===== src/common/stream_pkg.sv =====
/*
 * Stream FIFO subsystem package
 * Beat payload type, storage widths and the mode enums shared by all blocks
 */
package stream_pkg;

    // Data word carried by each beat
    typedef logic [15:0] data_t;

    // One beat on any stream in the design, 17 bits wide
    typedef struct packed {
        data_t data;
        logic  last;
    } stream_payload_t;

    // Output stage behaviour of a FIFO or pipeline
    typedef enum logic {
        STREAM_PIPELINE_MODE_REGISTERED,
        STREAM_PIPELINE_MODE_TRANSPARENT
    } stream_pipeline_mode_t;

    // How the FIFO tracks occupancy
    typedef enum logic {
        STREAM_FIFO_ADDRESS_MODE_POINTERS,
        STREAM_FIFO_ADDRESS_MODE_FLAGS
    } stream_fifo_address_mode_t;

    // Storage size
    localparam int FIFO_DEPTH = 16;
    localparam int FIFO_POINTER_WIDTH = $clog2(FIFO_DEPTH);

    // Memory address and per-entry occupancy vector
    typedef logic [FIFO_POINTER_WIDTH-1:0] pointer_t;
    typedef logic [FIFO_DEPTH-1:0] flag_t;

    // Configuration picked by the top level
    localparam stream_fifo_address_mode_t TOP_ADDRESS_MODE = STREAM_FIFO_ADDRESS_MODE_POINTERS;
    localparam stream_pipeline_mode_t TOP_PIPELINE_MODE = STREAM_PIPELINE_MODE_REGISTERED;

endpackage

===== src/rtl/stream_fifo_top.sv =====
/*
 * Stream FIFO subsystem top level
 * One FIFO configured from the package, registered output, pointer addressing
 */
`timescale 1ns/1ns

module stream_fifo_top (
    input  logic                        clk,
    input  logic                        rst,

    // Input stream
    input  logic                        in_valid,
    output logic                        in_ready,
    input  stream_pkg::stream_payload_t in_payload,

    // Output stream
    output logic                        out_valid,
    input  logic                        out_ready,
    output stream_pkg::stream_payload_t out_payload
);

    // Capacity is FIFO_DEPTH-1 in memory plus one in the stage
    stream_fifo #(
        .ADDRESS_MODE  (stream_pkg::TOP_ADDRESS_MODE),
        .PIPELINE_MODE (stream_pkg::TOP_PIPELINE_MODE)
    ) stream_fifo_inst (
        .clk         (clk),
        .rst         (rst),
        .in_valid    (in_valid),
        .in_ready    (in_ready),
        .in_payload  (in_payload),
        .out_valid   (out_valid),
        .out_ready   (out_ready),
        .out_payload (out_payload)
    );

endmodule


===== src/stream_fifo/stream_fifo.sv =====
/*
 * Valid/ready stream FIFO
 * Combinational-read memory followed by a stream stage, with occupancy
 * tracked either by read/write pointers or by one flag per entry
 */
`timescale 1ns/1ns

module stream_fifo #(
    parameter stream_pkg::stream_fifo_address_mode_t ADDRESS_MODE =
            stream_pkg::STREAM_FIFO_ADDRESS_MODE_POINTERS,
    parameter stream_pkg::stream_pipeline_mode_t PIPELINE_MODE =
            stream_pkg::STREAM_PIPELINE_MODE_REGISTERED
) (
    input  logic                        clk,
    input  logic                        rst,

    // Input stream
    input  logic                        in_valid,
    output logic                        in_ready,
    input  stream_pkg::stream_payload_t in_payload,

    // Output stream
    output logic                        out_valid,
    input  logic                        out_ready,
    output stream_pkg::stream_payload_t out_payload
);

    // Pointers and their successors
    stream_pkg::pointer_t read_pointer;
    stream_pkg::pointer_t write_pointer;
    stream_pkg::pointer_t read_pointer_next;
    stream_pkg::pointer_t write_pointer_next;

    // Occupancy status
    logic full;
    logic empty;

    // Handshake qualifiers
    logic write_enable;
    logic read_enable;

    // Internal stream from memory into the output stage
    logic                        next_valid;
    logic                        next_ready;
    stream_pkg::stream_payload_t next_payload;

    // Successors wrap at FIFO_DEPTH through the pointer width
    always_comb begin
        read_pointer_next = read_pointer + 1'b1;
        write_pointer_next = write_pointer + 1'b1;
    end

    // Ready only depends on state, never on out_ready
    always_comb begin
        in_ready = !full;
        write_enable = in_valid && in_ready;
        next_valid = !empty;
        read_enable = next_valid && next_ready;
    end

    // Read and write pointers
    always_ff @(posedge clk) begin
        if (rst) begin
            read_pointer <= '0;
            write_pointer <= '0;
        end else begin
            if (read_enable) begin
                read_pointer <= read_pointer_next;
            end
            if (write_enable) begin
                write_pointer <= write_pointer_next;
            end
        end
    end

    generate
        if (ADDRESS_MODE == stream_pkg::STREAM_FIFO_ADDRESS_MODE_POINTERS) begin : g_pointers

            // One slot always left free, so DEPTH-1 entries
            always_comb begin
                full = (write_pointer_next == read_pointer);
                empty = (write_pointer == read_pointer);
            end

        end else begin : g_flags

            // One bit per memory entry, set while occupied
            stream_pkg::flag_t flags;

            always_ff @(posedge clk) begin
                if (rst) begin
                    flags <= '0;
                end else begin
                    // Read and write never hit the same entry in one cycle
                    if (read_enable) begin
                        flags[read_pointer] <= 1'b0;
                    end
                    if (write_enable) begin
                        flags[write_pointer] <= 1'b1;
                    end
                end
            end

            // All DEPTH entries usable
            always_comb begin
                full = flags[write_pointer];
                empty = !flags[read_pointer];
            end

        end
    endgenerate

    // Storage
    mem_combinational mem_combinational_inst (
        .clk          (clk),
        .write_enable (write_enable),
        .write_addr   (write_pointer),
        .write_data   (in_payload),
        .read_addr    (read_pointer),
        .read_data    (next_payload)
    );

    // Output stage, registered or transparent
    stream_stage #(
        .PIPELINE_MODE (PIPELINE_MODE)
    ) stream_stage_inst (
        .clk         (clk),
        .rst         (rst),
        .in_valid    (next_valid),
        .in_ready    (next_ready),
        .in_payload  (next_payload),
        .out_valid   (out_valid),
        .out_ready   (out_ready),
        .out_payload (out_payload)
    );

endmodule


===== src/rtl/stream_stage.sv =====
/*
 * Stream pipeline stage
 * Registered mode adds one cycle and launches data from flops,
 * transparent mode passes the stream straight through
 */
`timescale 1ns/1ns

module stream_stage #(
    parameter stream_pkg::stream_pipeline_mode_t PIPELINE_MODE =
            stream_pkg::STREAM_PIPELINE_MODE_REGISTERED
) (
    input  logic                        clk,
    input  logic                        rst,

    // Upstream side
    input  logic                        in_valid,
    output logic                        in_ready,
    input  stream_pkg::stream_payload_t in_payload,

    // Downstream side
    output logic                        out_valid,
    input  logic                        out_ready,
    output stream_pkg::stream_payload_t out_payload
);

    generate
        if (PIPELINE_MODE == stream_pkg::STREAM_PIPELINE_MODE_REGISTERED) begin : g_registered

            // Holding flag and payload register
            logic                        hold_valid;
            stream_pkg::stream_payload_t hold_payload;
            logic                        load;

            // Accept when empty or when the held beat leaves this cycle
            always_comb begin
                in_ready = !hold_valid || out_ready;
                load = in_valid && in_ready;
            end

            // Occupancy flag
            always_ff @(posedge clk) begin
                if (rst) begin
                    hold_valid <= 1'b0;
                end else if (load) begin
                    hold_valid <= 1'b1;
                end else if (out_ready) begin
                    // Beat left with nothing new behind it
                    hold_valid <= 1'b0;
                end
            end

            // Payload register
            always_ff @(posedge clk) begin
                if (load) begin
                    hold_payload <= in_payload;
                end
            end

            // Outputs straight from flops
            always_comb begin
                out_valid = hold_valid;
                out_payload = hold_payload;
            end

        end else begin : g_transparent

            // Zero latency pass-through
            // clk and rst are not needed here
            always_comb begin
                out_valid = in_valid;
                out_payload = in_payload;
                in_ready = out_ready;
            end

        end
    endgenerate

endmodule


===== src/rtl/mem_combinational.sv =====
/*
 * Combinational-read memory
 * One write port on the clock edge, one read port with no clock cycle
 * penalty, distributed-RAM style storage for small FIFOs
 */
`timescale 1ns/1ns

module mem_combinational (
    input  logic                       clk,

    // Write port
    input  logic                       write_enable,
    input  stream_pkg::pointer_t       write_addr,
    input  stream_pkg::stream_payload_t write_data,

    // Read port
    input  stream_pkg::pointer_t       read_addr,
    output stream_pkg::stream_payload_t read_data
);

    // Storage array
    stream_pkg::stream_payload_t mem [stream_pkg::FIFO_DEPTH];

    // Write lands on the rising edge
    always_ff @(posedge clk) begin
        if (write_enable) begin
            mem[write_addr] <= write_data;
        end
    end

    // Read follows the address in the same cycle
    always_comb begin
        read_data = mem[read_addr];
    end

endmodule


===== config.mk =====
export PLATFORM = sky130hd
export DESIGN_NAME = stream_fifo_top
export DESIGN_NICKNAME = d
export VERILOG_FILES = /design/src/common/stream_pkg.sv /design/src/rtl/stream_fifo_top.sv /design/src/stream_fifo/stream_fifo.sv /design/src/rtl/stream_stage.sv /design/src/rtl/mem_combinational.sv
export SDC_FILE = /design/constraint.sdc
export NUM_CORES = 1
export LEC_CHECK = 0
export BUFFER_PORTS_ARGS = -buffer_cell sky130_fd_sc_hd__buf_4
export CORE_MARGIN = 2
export CORE_UTILIZATION = 45
export DETAILED_ROUTE_END_ITERATION = 12
export HOLD_SLACK_MARGIN = 0.15
export PLACE_DENSITY = 0.68
export RECOVER_POWER = 100
export REMOVE_ABC_BUFFERS = 1
export SLEW_MARGIN = 20
export SYNTH_ARGS = -nofsm -noshare
export SYNTH_HDL_FRONTEND = slang
export SYNTH_SLANG_ARGS = --single-unit

===== constraint.sdc =====
create_clock -name clk -period 7.7 [get_ports clk]
set_input_delay 0 -clock clk [delete_from_list [all_inputs] [get_ports clk]]
set_output_delay 0 -clock clk [all_outputs]
set_load 0.02 [all_outputs]

==> metrics.md <==
| Metric | Value |
|---|---|
| Fin crit period | 4.40 ns |
| Final nets | 708 |
| # diodes | 0 |
| Post-CTS setup buffer count | 0 |
| CP required | 7.87 ns |
| Storage element area | 8860 um^2 |
| Hold Path Class | primary input to register |
| Failing checks | capacitance limit, slew limit |
| Xor/xnor cell area share of the yosys netlist | 0.0102 |
| IO Count | 40 |
| Arrival @ worst endpoint | 4.56 ns |
| Die Span Y | 165 um |
| Area after DPL | 12,500 um^2 |
| Post-DP HPWL | 14,600 um |
| Peak supply drop | 0.000196 V |
| Clock Latency Late Sink | 0.55 ns |
| Vias in the first global route | 6,006 |
| Post-CTS Resized | 0 |
| Dpl ws | 4.45 ns |
| Largest family of logic cells by synthesized area | multiplexers |
| Cts hold-fix bufs | 20 |
| Synth Area in Compound Gates | 0.0519 |
| Slew Limit Fails | 87 |
| Most common cell in the netlist | edfxtp_1 |
| Wire per inst | 24.0 um |
| WL final | 24,800 um |
| CP endpoint kind | register |
| GR Util All Layers | 0.186 |
| Biggest area consumer among synthesized cells | edfxtp_1 |
| Area of the multi-input gates | 2580 um^2 |
| Slew margin rel. | -0.373 |
| Clk slew on worst S/H paths | 0.06 ns |
| Initial antenna violation count | 0 |
| Most Crowded Layer GR | met2 |
| PwrDens | 330 nW/um^2 |
| TritonCTS Buffers | 30 |
| First-pass GRT wire length | 36,900 um |
| Drt first pass iters | 6 |
| Die Wd | 165 um |
| CTS tree | done |
| # rows | 58 |
| Area grow syn2layout | 14.2% |
| Critical Path Source | stream_fifo_inst.write_pointer[0] |
| Peak Freq | 227 MHz |
| Outcome | complete, but fails checks |
| Max-cap violations | 7 |
| Count of cell types in the netlist | 40 |
| Max FO, Critical Path | 13 |
| Synth Area in Adders | 0.00538 |
| Fin. Hold Viols | 0 |
| CTS Buffer Depth | 3 |
| H-tree depth | 1 |
| Final setup viols | 0 |
| Fin Setup TNS | 0 ns |
| Main flop type after synthesis | edfxtp_1 |
| Synth top area cells | edfxtp_1, mux4_2, mux2i_1 |
| Largest net degree at the start of global routing | 63 |
| Design area | 13,300 um^2 |
| TritonCTS Sinks | 298 |
| Worst r2r src | stream_fifo_inst.write_pointer[0] |
| Via count | 6,053 |
| Worst Hold Launch | rst |
| FF+latch count, synth | 298 |
| Final Cycle Share | 0.571 |
| PortBufs | 39 |
| Clock skew | 0.0125 ns |
| DR vias/cell | 5.84 |
| Fill count | 2,004 |
| DRC violations left | 0 |
| Critical path type | register to register |
| Routed Antenna Nets | 0 |
| Slew @ Worst Pin | 2.04 ns |
| Unrepaired setup endpoints after global routing | no |
| Simple-gate portion of the synthesized area | 0.0282 |
| Post-synthesis mux area share | 0.126 |
| Core Footprint | 25,300 um^2 |
| EDFF count, synth | 289 |
| Sequential cell area fraction in the yosys report | 0.761 |
| Syn Area/Cell | 19.3 um^2 |
| Post-synth top cells | edfxtp_1, mux2i_1, a221oi_1, mux4_2, nand2_1 |
| Starting Density | 0.461 |
| Leak pwr | 4.15 nW |
| M1 GR Usage | 0.271 |
| Yosys top cell area share | 0.746 |
| Met3 Resource Use GR | 0.0316 |
| Asr flop ratio synth | 0 |
| Clk root buf | clkbuf_16 |
| GRT met2 Usage | 0.293 |
| Final Wtd Congestion | 0.785 |
| Starting DRT DRC Count | 652 |
| Core Util, Final | 0.526 |
| Layout cells sized above 1 | 0.132 |
| Mapped Cells | 602 |
| Nature of the critical path startpoint | register |
| Synth warn | 0 |
| Die area | 27,200 um^2 |
| GRT overflow | 0 |
| Worst Slack Setup Final | 3.30 ns |
| Netlist Area Pre-Place | 11,600 um^2 |
-- critical path: stages (launching register included) --
cell      delay (ns)
dfxtp_1         0.48
inv_1           0.18
ha_1            0.37
xnor2_1         0.17
nand3_1         0.24
nor2_1          0.28
nor4_1          1.61
clkbuf_1        0.69
-- cell usage in the layout (no fill, tap or decap), types with 2 or more instances in the layout --
master,instances
dfxtp_1,8
nor2b_1,2
nand2b_1,2
ha_1,5
mux4_2,34
xnor2_1,5
nand2_1,25
clkinv_2,4
nand4_1,5
clkbuf_16,31
a21oi_1,2
o311ai_0,2
clkbuf_8,4
mux2i_1,69
clkbuf_1,64
or3_1,3
buf_4,8
nor3_2,6
dlygate4sd3_1,20
nand3_1,3
xor2_1,2
nor2_1,10
o21ai_0,17
and3_1,2
a221oi_1,34
a22oi_1,17
nor4_1,3
inv_1,5
nor3_1,5
clkinv_1,5
edfxtp_1,289
-- per-stage QoR --
| step | power, W | std cells | hold WS [ns] |
|---|---|---|---|
| after floorplan | 0.00278 | 568 | 0.0691 |
| after global placement | 0.00309 | 960 | 0.295 |
| after detailed placement | 0.00313 | 960 | 0.305 |
| after CTS | 0.00451 | 1036 | 0.275 |
| after global routing | 0.00457 | 1036 | 0.306 |
| final | 0.00439 | 1036 | 0.297 |
-- registers in the layout, indices dropped and copies added (netlist names) --
name	cells
stream_fifo_inst.mem_combinational_inst.mem	272
stream_fifo_inst.stream_stage_inst.out_payload	17
stream_fifo_inst.read_pointer	4
stream_fifo_inst.write_pointer	4
stream_fifo_inst.stream_stage_inst.out_valid	1
-- path summary, 6_finish.rpt --
kind | to | depth (start not counted) | slack, ns
worst min-delay path | stream_fifo_inst.stream_stage_inst.out_valid | 3 | 0.30
worst min register to register | stream_fifo_inst.stream_stage_inst.out_valid | 3 | 0.65
worst max-delay path | stream_fifo_inst.mem_combinational_inst.mem[0][15] | 7 | 3.30
worst max register to register | stream_fifo_inst.mem_combinational_inst.mem[0][15] | 7 | 3.30
-- logic make-up after synthesis --
family	after synthesis
compound gates	77
xor+xnor	9
fa+ha+maj	5
buf+inv	40
flops	298
mux	104
simple gates	69
-- report_power, final --
group / internal [W] / switching, W
combinational: 0.000356 / 0.000617
clock: 0.000810 / 0.000572
sequential: 0.00198 / 0.0000540
-- routing by layer --
metal	up-vias	share of wire
met4	0	0.021
met1	3107	0.43
li1	2647	-
met2	260	0.47
met5	-	0
met3	39	0.081
-- final cells by class --
cell class | count | share of cell area
clock buffers | 46 | 0.0656
clock inverters | 10 | 0.00574
inverters | 6 | 0.00169
multi-input cells | 264 | 0.194
flip-flops and latches | 298 | 0.666
well taps | 330 | 0.0311
repair buffers | 82 | 0.0354
Power figures use the tool's default switching activity.
